### config.mk
export PLATFORM = sky130hd
export DESIGN_NAME = main_board
export DESIGN_NICKNAME = d
export VERILOG_FILES = /design/src/rtl/outrun_pkg.sv /design/src/rtl/main_board.sv /design/src/rtl/main_bus.sv /design/src/rtl/cab_io.sv /design/src/rtl/motor_model.sv /design/src/rtl/ppi_8255.sv
export SDC_FILE = /design/constraint.sdc
export NUM_CORES = 1
export LEC_CHECK = 0
export BUFFER_PORTS_ARGS = -buffer_cell sky130_fd_sc_hd__buf_2
export CORE_MARGIN = 5
export CORE_UTILIZATION = 47
export DETAILED_ROUTE_END_ITERATION = 8
export PLACE_DENSITY = 0.82
export REMOVE_ABC_BUFFERS = 1
export SLEW_MARGIN = 20
export SYNTH_ARGS = -nofsm -noshare
export SYNTH_HDL_FRONTEND = slang
export SYNTH_SLANG_ARGS = --single-unit
### constraint.sdc
create_clock -name clk -period 3.52 [get_ports clk]
set_clock_uncertainty 0.15 [all_clocks]
set_input_delay 0.176 -clock clk [delete_from_list [all_inputs] [get_ports clk]]
set_output_delay 0.176 -clock clk [all_outputs]
set_load 0.05 [all_outputs]
### src/rtl/outrun_pkg.sv
package outrun_pkg;

    // Bus geometry
    localparam int ADDR_W     = 23;   // Word address, bits 23:1
    localparam int DATA_W     = 16;
    localparam int MEM_ADDR_W = 19;   // Address seen by the external memories

    // Work RAM page inside the mem region, address bits 18:17
    localparam logic [1:0] RAM_PAGE = 2'd3;

    // Steering motor position range
    localparam logic [15:0] MOTOR_HOME = 16'h8000;
    localparam logic [15:0] MOTOR_MIN  = 16'h2000;
    localparam logic [15:0] MOTOR_MAX  = 16'he000;

    // Bus region from address bits 23:21
    typedef enum logic [2:0] {
        reg_mem  = 3'd0,
        reg_scr  = 3'd1,
        reg_pal  = 3'd2,
        reg_obj  = 3'd3,
        reg_io   = 3'd4,
        reg_none = 3'd7
    } region_e;

    // I/O sub-range from address bits 6:4
    typedef enum logic [2:0] {
        sel_ppi        = 3'd0,
        sel_inputs     = 3'd1,
        sel_adc        = 3'd3,
        sel_none       = 3'd6,
        sel_obj_toggle = 3'd7
    } io_sel_e;

    // ADC mux channel, PPI port C bits 4:2
    typedef enum logic [2:0] {
        ch_wheel = 3'd0,
        ch_gas   = 3'd1,
        ch_brake = 3'd2,
        ch_motor = 3'd3
    } adc_ch_e;

    typedef enum logic [3:0] {
        ctrl_analog_stick = 4'd0,
        ctrl_joystick     = 4'd3
    } ctrl_type_e;

endpackage
### src/rtl/main_board.sv
`timescale 1ns/100ps

module main_board import outrun_pkg::*; #(
    parameter int MOTOR_SHIFT = 8
) (
    input  logic                  clk,
    input  logic                  rst,
    input  logic                  bus_req,
    input  logic [ADDR_W:1]       addr,
    input  logic                  rnw,
    input  logic [1:0]            dsn,
    input  logic [DATA_W-1:0]     wdata,
    input  logic [DATA_W-1:0]     rom_data,
    input  logic                  rom_ok,
    input  logic [DATA_W-1:0]     ram_data,
    input  logic                  ram_ok,
    input  logic [DATA_W-1:0]     char_dout,
    input  logic [DATA_W-1:0]     pal_dout,
    input  logic [DATA_W-1:0]     obj_dout,
    input  logic                  vint,
    input  logic [3:0]            ctrl_type,
    input  logic [7:0]            joystick1,
    input  logic [1:0]            start_button,
    input  logic [1:0]            coin_input,
    input  logic                  service,
    input  logic                  dip_test,
    input  logic [7:0]            dipsw_a,
    input  logic [7:0]            dipsw_b,
    input  logic [15:0]           joyana1,
    input  logic [15:0]           joyana1b,
    output logic                  ack,
    output logic [DATA_W-1:0]     rdata,
    output logic [MEM_ADDR_W-1:0] mem_addr,
    output logic                  rom_cs,
    output logic                  ram_cs,
    output logic                  vram_cs,
    output logic                  char_cs,
    output logic                  pal_cs,
    output logic                  obj_cs,
    output logic                  video_en,
    output logic                  snd_rstb,
    output logic [1:0]            obj_cfg,
    output logic                  obj_toggle
);

    logic       io_cs;
    logic [7:0] io_dout;

    main_bus u_bus (
        .clk       (clk),
        .rst       (rst),
        .bus_req   (bus_req),
        .addr      (addr),
        .rnw       (rnw),
        .dsn       (dsn),
        .rom_data  (rom_data),
        .rom_ok    (rom_ok),
        .ram_data  (ram_data),
        .ram_ok    (ram_ok),
        .char_dout (char_dout),
        .pal_dout  (pal_dout),
        .obj_dout  (obj_dout),
        .io_dout   (io_dout),
        .ack       (ack),
        .rdata     (rdata),
        .mem_addr  (mem_addr),
        .rom_cs    (rom_cs),
        .ram_cs    (ram_cs),
        .vram_cs   (vram_cs),
        .char_cs   (char_cs),
        .pal_cs    (pal_cs),
        .obj_cs    (obj_cs),
        .io_cs     (io_cs)
    );

    cab_io #(
        .MOTOR_SHIFT (MOTOR_SHIFT)
    ) u_cab (
        .clk          (clk),
        .rst          (rst),
        .io_cs        (io_cs),
        .ack          (ack),
        .addr         (addr),
        .rnw          (rnw),
        .dsn          (dsn),
        .wdata        (wdata),
        .vint         (vint),
        .ctrl_type    (ctrl_type),
        .joystick1    (joystick1),
        .start_button (start_button),
        .coin_input   (coin_input),
        .service      (service),
        .dip_test     (dip_test),
        .dipsw_a      (dipsw_a),
        .dipsw_b      (dipsw_b),
        .joyana1      (joyana1),
        .joyana1b     (joyana1b),
        .io_dout      (io_dout),
        .video_en     (video_en),
        .snd_rstb     (snd_rstb),
        .obj_cfg      (obj_cfg),
        .obj_toggle   (obj_toggle)
    );

endmodule

### src/rtl/main_bus.sv
`timescale 1ns/100ps

module main_bus import outrun_pkg::*; (
    input  logic                  clk,
    input  logic                  rst,
    input  logic                  bus_req,
    input  logic [ADDR_W:1]       addr,
    input  logic                  rnw,
    input  logic [1:0]            dsn,
    input  logic [DATA_W-1:0]     rom_data,
    input  logic                  rom_ok,
    input  logic [DATA_W-1:0]     ram_data,   // RAM and VRAM share this bus
    input  logic                  ram_ok,
    input  logic [DATA_W-1:0]     char_dout,
    input  logic [DATA_W-1:0]     pal_dout,
    input  logic [DATA_W-1:0]     obj_dout,
    input  logic [7:0]            io_dout,
    output logic                  ack,
    output logic [DATA_W-1:0]     rdata,
    output logic [MEM_ADDR_W-1:0] mem_addr,
    output logic                  rom_cs,
    output logic                  ram_cs,
    output logic                  vram_cs,
    output logic                  char_cs,
    output logic                  pal_cs,
    output logic                  obj_cs,
    output logic                  io_cs
);

    typedef enum logic [1:0] {
        st_idle,
        st_select,
        st_done
    } bus_state_e;

    bus_state_e        state;
    region_e           region;
    logic              strobe;
    logic              ram_page;
    logic              sel_ok;
    logic [DATA_W-1:0] read_mux;

    assign mem_addr = addr[MEM_ADDR_W:1];
    assign strobe   = ~&dsn;             // At least one byte lane active
    assign ram_page = addr[18:17] == RAM_PAGE;
    assign region   = addr[ADDR_W:ADDR_W-2] <= 3'd4 ? region_e'(addr[ADDR_W:ADDR_W-2])
                                                     : reg_none;

    // Only the external memories can stall the cycle
    assign sel_ok = rom_cs             ? rom_ok :
                    (ram_cs | vram_cs) ? ram_ok : 1'b1;

    always_comb begin
        if (ram_cs || vram_cs) begin
            read_mux = ram_data;
        end else if (rom_cs) begin
            read_mux = rom_data;
        end else if (char_cs) begin
            read_mux = char_dout;
        end else if (pal_cs) begin
            read_mux = pal_dout;
        end else if (obj_cs) begin
            read_mux = obj_dout;
        end else if (io_cs) begin
            read_mux = {8'hff, io_dout};
        end else begin
            read_mux = 16'hffff;         // Unmapped
        end
    end

    always_ff @(posedge clk, posedge rst) begin
        if (rst) begin
            state   <= st_idle;
            ack     <= 1'b0;
            rom_cs  <= 1'b0;
            ram_cs  <= 1'b0;
            vram_cs <= 1'b0;
            char_cs <= 1'b0;
            pal_cs  <= 1'b0;
            obj_cs  <= 1'b0;
            io_cs   <= 1'b0;
        end else begin
            ack <= 1'b0;
            case (state)
                st_idle: begin
                    if (bus_req) begin
                        rom_cs  <= region == reg_mem && !ram_page && rnw;
                        ram_cs  <= region == reg_mem &&  ram_page && strobe;
                        char_cs <= region == reg_scr &&  addr[16];
                        vram_cs <= region == reg_scr && !addr[16] && strobe;
                        pal_cs  <= region == reg_pal;
                        obj_cs  <= region == reg_obj;
                        io_cs   <= region == reg_io;
                        state   <= st_select;
                    end
                end
                st_select: begin
                    if (sel_ok) begin
                        ack   <= 1'b1;
                        state <= st_done;
                    end
                end
                st_done: begin
                    // Selects stay up through the ack cycle for the I/O strobes
                    rom_cs  <= 1'b0;
                    ram_cs  <= 1'b0;
                    vram_cs <= 1'b0;
                    char_cs <= 1'b0;
                    pal_cs  <= 1'b0;
                    obj_cs  <= 1'b0;
                    io_cs   <= 1'b0;
                    if (!bus_req) state <= st_idle;
                end
                default: state <= st_idle;
            endcase
        end
    end

    always_ff @(posedge clk) begin
        if (state == st_select && sel_ok) rdata <= read_mux;
    end

    assert property (@(posedge clk) disable iff (rst)
        $onehot0({rom_cs, ram_cs, vram_cs, char_cs, pal_cs, obj_cs, io_cs}));

    assert property (@(posedge clk) disable iff (rst) ack |=> !ack);

endmodule

### src/rtl/cab_io.sv
`timescale 1ns/100ps

module cab_io import outrun_pkg::*; #(
    parameter int MOTOR_SHIFT = 8
) (
    input  logic              clk,
    input  logic              rst,
    input  logic              io_cs,
    input  logic              ack,
    input  logic [ADDR_W:1]   addr,
    input  logic              rnw,
    input  logic [1:0]        dsn,
    input  logic [DATA_W-1:0] wdata,
    input  logic              vint,
    input  logic [3:0]        ctrl_type,
    input  logic [7:0]        joystick1,
    input  logic [1:0]        start_button,
    input  logic [1:0]        coin_input,
    input  logic              service,
    input  logic              dip_test,
    input  logic [7:0]        dipsw_a,
    input  logic [7:0]        dipsw_b,
    input  logic [15:0]       joyana1,
    input  logic [15:0]       joyana1b,
    output logic [7:0]        io_dout,
    output logic              video_en,
    output logic              snd_rstb,
    output logic [1:0]        obj_cfg,
    output logic              obj_toggle
);

    io_sel_e     io_sel;
    adc_ch_e     adc_ch;
    ctrl_type_e  ctrl;
    logic [15:0] ana1;
    logic [15:0] ana1b;
    logic [15:0] motor_pos;
    logic [2:0]  motor_lim;
    logic [7:0]  ppi_dout;
    logic [7:0]  portb;
    logic [7:0]  portc;
    logic [7:0]  switches;
    logic [7:0]  adc_dout;
    logic        ppi_sel;
    logic        ppi_wr;
    logic        adc_wr;

    always_comb begin
        case (addr[6:4])
            3'd0:    io_sel = sel_ppi;
            3'd1:    io_sel = sel_inputs;
            3'd3:    io_sel = sel_adc;
            3'd7:    io_sel = sel_obj_toggle;
            default: io_sel = sel_none;
        endcase
    end

    assign adc_ch = adc_ch_e'(portc[4:2]);
    assign ctrl   = ctrl_type_e'(ctrl_type);

    assign ppi_sel    = io_cs && io_sel == sel_ppi;
    assign ppi_wr     = ack && !rnw && !dsn[0];     // Low byte lane only
    assign adc_wr     = io_cs && ack && !rnw && io_sel == sel_adc;
    assign obj_toggle = io_cs && ack && io_sel == sel_obj_toggle;

    assign obj_cfg  = portc[7:6];  // Bit 1 to object engine, bit 0 to colour mixer
    assign video_en = portc[5];
    assign snd_rstb = portc[0];

    // Analog inputs are sampled when the game starts a conversion
    always_ff @(posedge clk) begin
        if (adc_wr) begin
            ana1  <= joyana1;
            ana1b <= joyana1b;
        end
    end

    always_comb begin
        case (addr[2:1])
            2'd0: switches = {coin_input, ~joystick1[7], joystick1[7], start_button[0],
                              service, dip_test, 1'b1};
            2'd1: switches = 8'hff;
            2'd2: switches = dipsw_a;
            default: switches = dipsw_b;
        endcase
    end

    always_comb begin
        adc_dout = 8'hff;
        if (adc_ch == ch_motor) begin
            adc_dout = motor_pos[15:8];
        end else if (ctrl == ctrl_analog_stick) begin
            case (adc_ch)
                ch_wheel: adc_dout = ana1[7:0] ^ 8'h80;   // Offset binary
                ch_gas:   adc_dout = ana1b[15] ? ~{ana1b[14:8], ana1b[14]} : 8'h00;
                ch_brake: adc_dout = ana1b[15] ? 8'h00 : {ana1b[14:8], ana1b[14]};
                default:  ;
            endcase
        end else if (ctrl == ctrl_joystick) begin
            case (adc_ch)
                ch_wheel: adc_dout = !joystick1[0] ? 8'he0 :
                                     !joystick1[1] ? 8'h20 : 8'h80;
                ch_gas:   adc_dout = !joystick1[5] ? 8'hff : 8'h00;
                ch_brake: adc_dout = !joystick1[6] ? 8'hff : 8'h00;
                default:  ;
            endcase
        end
    end

    always_comb begin
        case (io_sel)
            sel_ppi:    io_dout = ppi_dout;
            sel_inputs: io_dout = switches;
            sel_adc:    io_dout = adc_dout;
            default:    io_dout = 8'hff;
        endcase
    end

    ppi_8255 u_ppi (
        .clk        (clk),
        .rst        (rst),
        .sel        (ppi_sel),
        .wr         (ppi_wr),
        .port_addr  (addr[2:1]),
        .din        (wdata[7:0]),
        .porta_din  ({2'b00, motor_lim, 3'b111}),  // Motor limit switches
        .dout       (ppi_dout),
        .portb_dout (portb),
        .portc_dout (portc)
    );

    motor_model #(
        .MOTOR_SHIFT (MOTOR_SHIFT)
    ) u_motor (
        .clk    (clk),
        .rst    (rst),
        .vint   (vint),
        .ctrl   (portb),
        .pos    (motor_pos),
        .limpos (motor_lim)
    );

    // The strobe needs the select held from the previous cycle
    assert property (@(posedge clk) disable iff (rst)
        obj_toggle |-> ack && $past(io_cs));

endmodule

### src/rtl/motor_model.sv
`timescale 1ns/100ps

module motor_model import outrun_pkg::*; #(
    parameter int MOTOR_SHIFT = 8
) (
    input  logic        clk,
    input  logic        rst,
    input  logic        vint,
    input  logic [7:0]  ctrl,     // Signed velocity
    output logic [15:0] pos,
    output logic [2:0]  limpos
);

    logic               vint_l;
    logic signed [23:0] step;
    logic signed [23:0] sum;
    logic [15:0]        pos_next;

    always_comb begin
        step = {{16{ctrl[7]}}, ctrl};
        step = step <<< MOTOR_SHIFT;
        sum  = $signed({8'd0, pos}) + step;
        if (sum < $signed({8'd0, MOTOR_MIN})) begin
            pos_next = MOTOR_MIN;
        end else if (sum > $signed({8'd0, MOTOR_MAX})) begin
            pos_next = MOTOR_MAX;
        end else begin
            pos_next = sum[15:0];
        end
    end

    // One step per frame
    always_ff @(posedge clk, posedge rst) begin
        if (rst) begin
            vint_l <= 1'b0;
            pos    <= MOTOR_HOME;
        end else begin
            vint_l <= vint;
            if (vint && !vint_l) pos <= pos_next;
        end
    end

    assign limpos = {pos == MOTOR_MIN, pos[15:12] == 4'h8, pos == MOTOR_MAX};

    assert property (@(posedge clk) disable iff (rst)
        pos >= MOTOR_MIN && pos <= MOTOR_MAX);

endmodule

### src/rtl/ppi_8255.sv
`timescale 1ns/100ps

module ppi_8255 (
    input  logic       clk,
    input  logic       rst,
    input  logic       sel,
    input  logic       wr,
    input  logic [1:0] port_addr,
    input  logic [7:0] din,
    input  logic [7:0] porta_din,
    output logic [7:0] dout,
    output logic [7:0] portb_dout,
    output logic [7:0] portc_dout
);

    logic porta_in;   // Port A direction, high for input

    always_ff @(posedge clk, posedge rst) begin
        if (rst) begin
            porta_in   <= 1'b1;
            portb_dout <= 8'hff;
            portc_dout <= 8'h21;   // Video on, sound out of reset
        end else if (sel && wr) begin
            case (port_addr)
                2'd1: portb_dout <= din;
                2'd2: portc_dout <= din;
                2'd3: begin
                    if (din[7]) begin
                        // Mode set, only mode 0 is built
                        porta_in <= din[4];
                    end else begin
                        portc_dout[din[3:1]] <= din[0];   // Port C bit set/reset
                    end
                end
                default: ;
            endcase
        end
    end

    // Port A has no output latch here
    always_comb begin
        dout = 8'hff;
        if (sel) begin
            case (port_addr)
                2'd0:    dout = porta_in ? porta_din : 8'hff;
                2'd1:    dout = portb_dout;
                2'd2:    dout = portc_dout;
                default: dout = 8'hff;     // Control word is write only
            endcase
        end
    end

endmodule

==> results.txt, run 1 <==
For the post-CTS setup repair buffer count, the log shows 0. In this run the standard cell core region covers 10,200 um2. After detailed routing, the average wire length per cell comes to 19.4 um. The critical path in this run is classified as reg -> reg.

Endpoint kind of the worst setup timing path: a flop. On the worst path, the slowest cell contributes a delay of 0.47 ns. At the end of routability-driven placement, the weighted congestion stood at 0.978.

The pin count of the biggest net entering global routing was 29; the proportion of netlist area held by the largest area contributor was 0.198. For the number of filler instances in the final layout, the log shows 858. The min-delay analysis places its worst path in the category in -> reg. The run finished with clean final reports. The number of design rule violations left after detail routing was 0; the sequential cell area fraction in the yosys report was 0.387. The detail route stage leaves a number of antenna-violating nets equal to 0. The family of cells with the greatest summed delay on the critical path is compound AO/OA/AOI/OAI gates. The HPWL after detailed placement was 13,200 um. Counting instances, the worst hold path has a depth of 4.

Setup violations remaining at the end of the flow were counted as 0. Clock-pin slew was measured on the worst setup and hold paths at 0.07 ns. The largest total area in the synthesized netlist belongs to edfxtp_1. For this run, the leading register cell type out of synthesis is edfxtp_1. Summed over all nets, the switching power comes to 1.05 mW. The tools report the number of buffers added by the clock tree synthesis step as 9. The tools report the combined flip-flop and latch cell area as 1880 um2. In this run the power density over the cells is 427 nW/um2.

In this run the core area contains 37 standard-cell rows. STA classifies the critical path startpoint as a flop. The fraction of final layout cells with drive strength greater than 1 came out at 0.340.

TritonCTS built the clock tree. The depth of the worst register-to-register path was 9; the highest ir drop seen on vdd was 0.000254 V. Depth of the critical timing path with buffers and inverters included: 9. The tools report the clock root buffer as clkbuf_8. Walking the worst path, the cells encountered are ha_1, fa_1, a21o_1, a22oi_2, and2b_1, xor2_1, nor4_1, a311oi_2, a22o_1. In this run the static leakage power is 2.75 nW. The logs give 2 for the buffer levels on the longest clock path and 1.67 mW for the cell internal power dissipation. Leaving out fill and tap cells, the most frequent cell in the layout is buf_2. For the total global routing overflow, the log shows 0. The startpoint of the worst-slack reg-to-reg timing path is u_cab.u_motor.pos[8]$_DFFE_PP0P_.

Maximum fanout along the worst path: 4. The routed layout has 5,246 vias. The total area of multi-input combinational cells came out at 2670 um2.

The number of H-tree levels is 3. Pin placement for this block handled 241 I/O pins. During synthesis, Yosys emitted a total of 0 warnings. The per-cell via count in the routed design works out to 5.94.

Netlist area before placement: 4850 um2. Number of DRC markers in iteration 0: 666. The worst hold path startpoint is rom_ok.

The slew at the pin closest to its max-slew limit was 0.963 ns; the switching fraction of total power was 0.386. The synthesized netlist cell count was 538. The final critical path time including I/O delays and setup came out at 2.89 ns. Floorplan die width: 112 um. The share of the clock period used by the worst path is 0.821. Setup repair after global routing left no endpoint under its margin.

The number of global-route vias before repair was 5,144. Yosys attributes the largest share of cell area to edfxtp_1, dfrtp_1, a21oi_1, dfstp_2, o21ai_0. The tools report the register-to-register setup slack as 0.63 ns. The worst path buffer plus inverter count is 0, and the number of register bits inferred by synthesis is 68. The global-route usage over all layers is 0.267, and the clock power share is 0.231. The unique cell type count in the Yosys netlist was 78. The run gives 346 MHz as the maximum clock frequency. The area growth from synthesis to layout is 31.8%.

The clock net in this run drives a total of 68 sinks. In the layout the commonest cells are buf_2, a21oi_1, nand2_1. The number of iterations in the first detailed-routing pass is 5, and the die boundary height is 112 um. Starting density of the core: 0.476.

Required time at the endpoint of the critical path: 3.66 ns. The clock insertion delay at the later pin of the skew report is 0.35 ns, and the power share of the combinational group is 0.373. The run gives 12,400 um2 as the die outline area. For the final net count, the log shows 944.

Each instance of the synthesized netlist takes up on average 9.01 um2. The logs give 0.397 for the part of the total power dissipated in sequential elements and 0 ns for the total negative slack. The arrival time reported for the critical path endpoint is 3.03 ns. The endpoint identified for the worst register-to-register timing path is u_cab.u_motor.pos[9]$_DFFE_PP0P_. The run gives 2.73 mW as the power after layout. The relative max-transition margin is 0.358. The total wire length is 17,100 um, and the number of enable-type register cells in the synthesized netlist is 32. The number of max-slew violations in the final report is 0. The number of antenna violations at the first check in global routing was 2; the number of max-capacitance violations reported was 0. The share of synthesized registers carrying an async set or reset came out at 0.529. The highest-delay cell along the critical path is fa_1.

The first global-routing pass estimated 26,600 um of wire. The worst hold path terminates at u_bus.state[0]$_DFFE_PP0P_. Count of input and output buffers: 189. Number of hold-slack violations in the final timing report: 0.
==> how the worst max path moves through the flow <==
stage	start	to
after floorplan	u_bus.rom_cs$_DFFE_PP0P_	u_bus.rdata[0]$_DFFE_PP_
after global placement	u_cab.u_motor.pos[8]$_DFFE_PP0P_	u_cab.u_motor.pos[9]$_DFFE_PP0P_
after detailed placement	u_cab.u_motor.pos[8]$_DFFE_PP0P_	u_cab.u_motor.pos[9]$_DFFE_PP0P_
after CTS	u_cab.u_motor.pos[8]$_DFFE_PP0P_	u_cab.u_motor.pos[9]$_DFFE_PP0P_
after global routing	u_cab.u_motor.pos[8]$_DFFE_PP0P_	u_cab.u_motor.pos[8]$_DFFE_PP0P_
final	u_cab.u_motor.pos[8]$_DFFE_PP0P_	u_cab.u_motor.pos[9]$_DFFE_PP0P_
==> repair_timing <==
item                                   CTS  global route
resized for setup                        0             0
hold buffers                            42             0
setup endpoints to repair                0             0
endpoints found under the hold margin   59             0
==> worst min-delay path: stages <==
cell	delay [ns]
buf_2	0.08
a21oi_1	0.09
nand2_1	0.07
a21oi_1	0.06
==> synth_stat cells (all sizes together), types with 6 or more instances <==
library cell and instances:
a21oi 65, nand2 44, o21ai 41, nor2 40, edfxtp 32, buf 26, o22ai 25, dfrtp 24
clkbuf 23, nor3 15, nor2b 13, dfstp 12, inv 12, ha 9, mux2 9, mux2i 9
nand3b 8, o22a 8, nand2b 7, a211oi 6, nor4 6, or3 6
==> registers in the layout, indices dropped and copies added, names as in the netlist, 2 cells and up <==
name,cells
u_cab.u_ppi.portb_dout,8
u_cab.u_ppi.portc_dout,8
u_cab.ana1,8
u_bus.state,2
u_cab.ana1b,8
u_cab.u_motor.pos,8
u_bus.rdata,16
==> metal layers <==
layer  vias to the layer above  track usage  wire [um]
met4                         0        0.101        516
met2                       288        0.462       8470
met3                        36       0.0647       1460
met5                         -            0          0
met1                      2484        0.323       6660
li1                       2438            -          -
==> power by group through the flow <==
| stage | registers, mW | logic [mW] | clock network, mW |
|---|---|---|---|
| after floorplan | 1.24 | 0.456 | 0 |
| after global placement | 1.08 | 0.937 | 0 |
| after detailed placement | 1.09 | 0.965 | 0 |
| after CTS | 1.08 | 1.01 | 0.651 |
| after global routing | 1.09 | 1.10 | 0.681 |
| final | 1.08 | 1.02 | 0.629 |
==> cell families (layout without fill, tap and decap cells) <==
kind of cell / count (synthesis) / after routing / share of synthesized area
mux: 18 / 18 / 0.0395
compound gates: 202 / 202 / 0.275
buf+inv: 61 / 268 / 0.0653
flops: 68 / 68 / 0.387
xor+xnor: 5 / 5 / 0.00903
other cells: 0 / 2 / 0
fa+ha+maj: 10 / 10 / 0.0274
simple gates: 174 / 174 / 0.197
==> metrics by stage <==
stage / area, um2 / instances / utilization / setup slack [ns] / hold WS [ns]
after CTS: 6380 / 881 / 0.627 / 0.667 / 0.00346
after global routing: 6390 / 883 / 0.627 / 0.482 / 0.0156
after floorplan: 4580 / 489 / - / 0.285 / 0.0574
final: 6390 / 883 / 0.627 / 0.631 / 0.0253
after global placement: 5770 / 823 / 0.567 / 0.768 / 0.158
after detailed placement: 5770 / 823 / 0.567 / 0.679 / 0.169
==> layout make-up <==
| cell class | count | share of cell area |
|---|---|---|
| antenna | 2 | 0.000783 |
| clock buffer | 10 | 0.0200 |
| clock inverter | 6 | 0.0102 |
| inverter | 12 | 0.00705 |
| multi-input combinational | 409 | 0.417 |
| sequential | 68 | 0.294 |
| tap | 136 | 0.0266 |
| timing repair buffer | 240 | 0.224 |
Note: power is estimated with default switching activity, not from simulation.
==> run 2: changes to the inputs <==
--- a/config.mk
+++ b/config.mk
@@ -5,6 +5,7 @@
 export SDC_FILE = /design/constraint.sdc
 export NUM_CORES = 1
 export LEC_CHECK = 0
+export ABC_AREA = 1
 export BUFFER_PORTS_ARGS = -buffer_cell sky130_fd_sc_hd__buf_2
 export CORE_MARGIN = 5
 export CORE_UTILIZATION = 47
==> constraint.sdc (replaced) <==
create_clock -name clk -period 2.79 [get_ports clk]
set_clock_uncertainty 0.15 [all_clocks]
set_input_delay 0.1395 -clock clk [delete_from_list [all_inputs] [get_ports clk]]
set_output_delay 0.1395 -clock clk [all_outputs]
set_load 0.05 [all_outputs]
==> results.txt, run 2 <==
The run gives 1,068 (+21%) as the final cell count without fillers. The number of max-capacitance violations reported was 0 (unchanged). Type of the worst min-delay path: in -> reg. The power per cell area works out to 526 nW/um2 (+23%). The pin count of the biggest net entering global routing was 37 (+28%); the number of register bits inferred by synthesis was 68 (unchanged). Yosys instantiated no cell more often than nand2_1. The clock-pin transition on the worst setup and hold timing paths was 0.07 ns (about the same). The library cell used most frequently in the layout, excluding fill and tap cells, is nand2_1.

Total wire length: 17,900 um (+4.6%). The tools report the area of the core as 10,300 um2 (+0.91%). The sequential cell area fraction in the yosys report was 0.382 (-0.00551). For the total global routing overflow, the log shows 0 (unchanged). The number of buffers added by the clock tree synthesis step came out at 9 (unchanged). The register name with the most flops was u_bus.rdata.

The fraction of final layout cells with drive strength greater than 1 came out at 0.269 (-0.0703). The tools report the placed standard-cell area as 5890 um2 (+2.1%). Summed over all instances, the cell type with the most area after synthesis is edfxtp_1. The number of clock sinks came out at 68 (unchanged). The netlist area before placement was 4920 um2 (+1.4%). The logs give 5,683 (+8.3%) for the via total after detailed routing and 0 (-2) for the number of antenna violations at the first check in global routing.

The startpoint type of the worst setup path was a flop. The post-CTS setup repair buffer count was 0 (unchanged). The number of global-route vias before repair was 5,420 (+5.4%). TritonCTS built the clock tree. Arrival time reported for the critical path endpoint: 2.52 ns (-0.51 ns). The flow ran to the end, and the final reports show no timing, DRC or antenna violations.

The number of H-tree levels is 3 (unchanged), and the final net count is 1,131 (+20%). The area of all placed cells without fillers was 6640 um2 (+4.0%); the global placer's final weighted congestion was 0.981 (+0.37%). Worst hold slack: 0.0158 ns (-0.00954 ns).

The floorplan die width is 112 um (+0.65%), and the number of enable-type register cells in the synthesized netlist is 32 (unchanged). Setup slack after placement: 0.347 ns (-0.332 ns). The number of routed nets with antenna violations was 0 (unchanged); the buffer levels on the longest clock path was 2 (unchanged). The synthesized netlist cell count is 697 (+30%), and the cell row count is 37 (unchanged). The highest ir drop seen on vdd is 0.000380 V (+50%), and the unique cell type count in the Yosys netlist is 38 (-51%). The post-placement cell count is 996 (+21%).

In the post-synthesis netlist, the biggest area contributors are edfxtp_1, nand2_1, dfrtp_1, dfstp_2, inv_1. The run gives 0 (unchanged) as the number of design rule violations left after detail routing. The final standard cell utilization of the core was 0.646 (+0.0192).

From synthesis to final layout, the design area changed by 35.1%. The tools report the number of antenna diodes as 0 (-2). The logs give 2.74 ns (-0.92 ns) for the required time at the endpoint of the critical path and 0 (unchanged) for the warning count from the yosys run. Clock tree synthesis selected as its root buffer the cell clkbuf_8.

The tools report the number of max-slew violations in the final report as 0 (unchanged). The top-level port count came out at 241 (unchanged). The leakage power came out at 3.22 nW (+17%).

The tools report the relative max-transition margin as 0.632 (+0.273). The flip-flop count of the largest register after layout was 16 (unchanged); the number of iterations in the first detailed-routing pass was 5 (unchanged). Setup repair after global routing left no endpoint under its margin. For the worst-case setup margin in the final layout, the log shows 0.221 ns (-0.410 ns). The endpoint kind of the worst setup timing path is a flop. The global-route usage over all layers was 0.276 (+0.00831).

The per-cell via count in the routed design was 5.32 (-10%); the number of hold-slack violations in the final timing report was 0 (unchanged). The maximum fanout along the worst path works out to 6 (+2). The tools report the HPWL after detailed placement as 13,500 um (+2.1%). Most frequently used flop master after synthesis: edfxtp_1. The worst setup path is of the reg -> reg kind. The final critical path time including I/O delays and setup was 2.57 ns (-0.320 ns); the die outline area was 12,600 um2 (+1.3%).

The number of DRC markers in iteration 0 is 583 (-12%), and the starting density of the core is 0.479 (+0.00253). The count of input and output buffers was 189 (unchanged); the wire length per cell was 16.8 um (-13%). The top cell types in the final layout, fill and taps aside, are nand2_1, buf_2, inv_1. The slew at the pin closest to its max-slew limit was 0.551 ns (-0.412 ns).

The total negative slack was 0 ns (unchanged); the power after layout was 3.50 mW (+28%). The tools report the clock insertion delay at the later pin of the skew report as 0.35 ns (about the same). The proportion of netlist area held by the largest area contributor is 0.195 (-0.00282).

The maximum clock frequency was 389 MHz (+12%). The die boundary height works out to 112 um (+0.65%). The share of synthesized registers carrying an async set or reset works out to 0.529 (unchanged).

For the wire length of the first global-routing pass, the log shows 27,600 um (+3.8%). The commonest cells after synthesis are nand2_1, inv_1, nor2_1, o21ai_0, a21oi_1. Mean instance size in the synthesized netlist: 7.06 um2 (-22%).

Total of endpoints with negative setup slack in the final report: 0 (unchanged). The share of the clock period used by the worst path works out to 0.921 (+0.0999).
run 2: changes by cell type after synthesis, sizes merged, moves of 7 or more:
| cell | before | now |
|---|---|---|
| nor2b | 13 | 0 |
| o22a | 8 | 0 |
| o22ai | 25 | 12 |
| nand4 | 4 | 12 |
| nand2 | 44 | 203 |
| nand2b | 7 | 0 |
| o221a | 0 | 7 |
| a21oi | 65 | 44 |
| clkbuf | 23 | 12 |
| nand3 | 5 | 40 |
| o21ai | 41 | 62 |
| nor2 | 40 | 71 |
| inv | 12 | 79 |
run 2: metal layers:
metal	up-vias	routed length [um]	track usage
met5	-	0	0
met3	43	1830	0.0722
li1	2777	-	-
met2	324	8180	0.427
met4	0	535	0.0921
met1	2539	7350	0.376
run 2: final cells by class:
class / instances / area [um2]
fillers: 898 / 3630
multi-input cells: 513 / 2540
flip-flops and latches: 68 / 1880
repair buffers: 253 / 1570
inverters: 82 / 308
well taps: 136 / 170
clock buffers: 13 / 149
clock inverters: 3 / 37.5
run 2: cells by family after synthesis:
family	count (synthesis)	synth area share
AO/OA/AOI/OAI	139	0.161
XOR/XNOR	1	0.00178
adder cells (fa/ha/maj)	10	0.0270
buffers and inverters	116	0.105
flip-flops	68	0.382
multiplexers	7	0.0153
AND/OR/NAND/NOR	356	0.308
run 2: what timing repair did:
action	CTS	global route
resized for setup	0	3
hold buffers	56	0
setup endpoints to repair	0	1
hold endpoints to repair	76	0
run 2: critical path, stage by stage (launching register included):
cell	delay, ns
dfrtp_1	0.48
nor2_1	0.09
nand2_1	0.11
inv_1	0.07
nand2_1	0.05
nand2_1	0.06
nor2_1	0.26
inv_2	0.10
nand4_1	0.09
nand3_1	0.09
nand2_1	0.07
nand2_1	0.04
nand2_1	0.05
nand2_1	0.06
dlygate4sd3_1	0.56
run 2: final timing paths:
| check | startpoint | endpoint | slack, ns | cells past startpoint |
|---|---|---|---|---|
| max | u_cab.u_ppi.portc_dout[4]$_DFFE_PP0P_ | u_bus.rdata[4]$_DFFE_PP_ | 0.22 | 14 |
| min | char_dout[0] | u_bus.rdata[0]$_DFFE_PP_ | 0.02 | 5 |
| max reg2reg | u_cab.u_ppi.portc_dout[4]$_DFFE_PP0P_ | u_bus.rdata[4]$_DFFE_PP_ | 0.22 | 14 |
| min reg2reg | u_cab.u_ppi.portb_dout[0]$_DFFE_PP1P_ | u_cab.u_ppi.portb_dout[0]$_DFFE_PP1P_ | 0.36 | 2 |
| max in group asynchronous | rst | u_cab.u_motor.pos[15]$_DFFE_PP1P_ | 1.85 | 4 |
| min in group asynchronous | rst | u_bus.pal_cs$_DFFE_PP0P_ | 0.29 | 4 |
run 2: where the power goes:
part	switching, mW	total (mW)	internal, mW
sequential	0.0909	1.32	1.23
combinational	0.901	1.38	0.479
clock	0.366	0.799	0.433
total	1.36	3.50	2.14
==> run 3: changes to the inputs <==
--- a/config.mk
+++ b/config.mk
@@ -7,10 +7,12 @@
 export LEC_CHECK = 0
 export ABC_AREA = 1
 export BUFFER_PORTS_ARGS = -buffer_cell sky130_fd_sc_hd__buf_2
+export CELL_PAD_IN_SITES_DETAIL_PLACEMENT = 0
+export CELL_PAD_IN_SITES_GLOBAL_PLACEMENT = 2
 export CORE_MARGIN = 5
-export CORE_UTILIZATION = 47
+export CORE_UTILIZATION = 24
 export DETAILED_ROUTE_END_ITERATION = 8
-export PLACE_DENSITY = 0.82
+export PLACE_DENSITY_LB_ADDON = 0.1
 export REMOVE_ABC_BUFFERS = 1
 export SLEW_MARGIN = 20
 export SYNTH_ARGS = -nofsm -noshare
==> results.txt, run 3 (same netlist as run 2, synthesis figures left out) <==
The run finished with clean final reports. The total of endpoints with negative setup slack in the final report is 0 (unchanged), and the maximum cell stage delay along the critical path is 0.56 ns (about the same). The floorplan die width is 153 um (+36%).

The per-cell via count in the routed design was 4.55 (-15%). The slew at the pin closest to its max-slew limit is 0.545 ns (-0.00671 ns). The wire length per cell is 16.5 um (-1.5%), and the share of the clock period used by the worst path is 0.895 (-0.0259). In the layout the commonest cells are nand2_1, buf_2, inv_1.

The logs give 0 (unchanged) for the total global routing overflow and 20,200 um2 (+97%) for the area of the core. The worst path buffer plus inverter count was 2 (-1). The number of max-slew violations in the final report is 0 (unchanged).

The slowest stage of the critical path is the dfstp_2 cell. The global placer's final weighted congestion is 0.823 (-16%). The logs give 19,900 um (+11%) for the total wire length and 2,234 (+150%) for the number of filler instances in the final layout. For the relative max-transition margin, the log shows 0.636 (+0.00403). The number of design rule violations left after detail routing is 0 (unchanged). The logs give 1,204 (+13%) for the final cell count without fillers and 2.87 ns (+0.13 ns) for the required time at the endpoint of the critical path.

The tools report the number of clock sinks as 68 (unchanged). The logs give 0.243 (-0.235) for the starting density of the core and 0.167 (-0.109) for the global-route usage over all layers. The worst hold path cell count came out at 4 (-1). The type of the worst min-delay path was in -> reg. Depth of the critical timing path with buffers and inverters included: 11 (-3). The power per cell area is 560 nW/um2 (+6.4%), and the number of antenna violations at the first check in global routing is 1 (+1).

The die outline area is 23,500 um2 (+86%), and the post-CTS setup repair buffer count is 0 (unchanged). The via total after detailed routing was 5,475 (-3.7%); the top-level port count was 241 (unchanged). Count of input and output buffers: 189 (unchanged). The arrival time reported for the critical path endpoint is 2.58 ns (+0.06 ns). The tools report the number of max-capacitance violations reported as 0 (unchanged). The final critical path time including I/O delays and setup works out to 2.50 ns (-0.0721 ns). Walking the worst path, the cells encountered are ha_1, fa_1, or2_2, nor2_1, nand3_1, nand4_1, nand2_1, inv_1, nand3_1, nand2_1, inv_1. The number of DRC markers in iteration 0 was 280 (-52%). The number of buffers added by the clock tree synthesis step is 9 (unchanged), and the pin count of the biggest net entering global routing is 37 (unchanged). Most frequent standard cell in the layout excluding fill and tap cells: nand2_1. For the leakage power, the log shows 3.29 nW (+2.1%).

The synthesis-to-finish area growth is 40.7%. The run gives 0 (unchanged) as the number of gates resized after cts. The family of cells with the greatest summed delay on the critical path was simple AND/OR/NAND/NOR gates. Clock-pin transition on the worst setup and hold timing paths: 0.06 ns (about the same). The number of H-tree levels was 3 (unchanged); the post-placement cell count was 1,133 (+14%). Final net count: 1,132 (+0.088%). The buffer levels on the longest clock path is 2 (unchanged), and the worst-case setup margin in the final layout is 0.293 ns (+0.0721 ns).

Setup repair after global routing left no endpoint under its margin. The HPWL after detailed placement is 16,100 um (+19%), and the flip-flop count of the largest register after layout is 16 (unchanged). Maximum fanout along the worst path: 6 (unchanged).

The tools report the clock insertion delay at the later pin of the skew report as 0.34 ns (about the same). The highest ir drop seen on vdd is 0.000324 V (-15%). For the setup slack after placement, the log shows 0.298 ns (-0.0499 ns).

More flip-flops sit in one register than any other, and that register is u_bus.rdata. Startpoint type of the worst setup path: a flop. The fraction of final layout cells with drive strength greater than 1 works out to 0.274 (+0.00507). Cell row count: 52 (+41%).

The depth of the worst register-to-register path came out at 11 (-3). For the number of global-route vias before repair, the log shows 5,634 (+3.9%). Cts-stage hold buffer count: 54 (-3.6%).

The number of iterations in the first detailed-routing pass is 5 (unchanged), and the die boundary height is 153 um (+36%). The run gives 0 (unchanged) as the number of routed nets with antenna violations. The clock root buffer was clkbuf_16.

The type of the worst setup path was reg -> reg. TritonCTS built the clock tree. The number of hold-slack violations in the final timing report was 0 (unchanged). The run gives 401 MHz (+2.9%) as the maximum clock frequency.

The endpoint kind of the worst setup timing path is a flop. The tools report the wire length of the first global-routing pass as 31,000 um (+12%). Final standard cell utilization of the core: 0.342 (-0.304).
[run 3: metal layers]
metal,global-route usage,wire [um]
met5,0.0104,0
met4,0.0539,453
met3,0.0399,1370
met2,0.273,9100
met1,0.217,8940
[run 3: area by class of cell]
class / instances / area, um2 / area share
inverters: 82 / 308 / 0.0445
repair buffers: 254 / 1570 / 0.227
clock inverters: 7 / 73.8 / 0.0107
clock buffers: 9 / 225 / 0.0325
multi-input cells: 513 / 2530 / 0.365
diodes: 1 / 2.50 / 0.000362
well taps: 270 / 338 / 0.0488
flip-flops and latches: 68 / 1880 / 0.271
[run 3: worst register-to-register path, stage by stage (launching register included)]
cell and delay [ns]:
dfstp_2 0.56, ha_1 0.24, fa_1 0.43, or2_2 0.30, nor2_1 0.11, nand3_1 0.09, nand4_1 0.09, nand2_1 0.07
inv_1 0.14, nand3_1 0.10, nand2_1 0.07, inv_1 0.04
[run 3: per-stage QoR]
step	instance area (um2)	hold WS [ns]	total power, mW	TNS (ns)
CTS	6920	0.00412	3.94	0
detailed placement	6080	0.118	2.66	0
global placement	6080	0.116	2.66	0
floorplan	4710	0.0209	2.15	-1.86
finish	6920	0.0174	3.88	0
global route	6920	0.0518	4.13	0
[run 3: final timing paths]
check	slack (ns)	startpoint	to
max in group asynchronous	1.79	rst	u_cab.u_motor.pos[15]$_DFFE_PP1P_
setup / recovery	0.29	u_cab.u_ppi.portb_dout[0]$_DFFE_PP1P_	u_cab.u_motor.pos[13]$_DFFE_PP0P_
hold / removal	0.02	addr[17]	u_bus.rom_cs$_DFFE_PP0P_
setup reg to reg	0.29	u_cab.u_ppi.portb_dout[0]$_DFFE_PP1P_	u_cab.u_motor.pos[13]$_DFFE_PP0P_
min in group asynchronous	0.30	rst	u_bus.ram_cs$_DFFE_PP0P_
hold reg to reg	0.36	u_cab.u_ppi.portc_dout[5]$_DFFE_PP1P_	u_cab.u_ppi.portc_dout[5]$_DFFE_PP1P_
[run 3: report_power, final]
group | total (mW) | internal [mW] | switching, mW
Sequential | 1.32 | 1.23 | 0.0924
Combinational | 1.38 | 0.472 | 0.911
Clock | 1.17 | 0.697 | 0.478
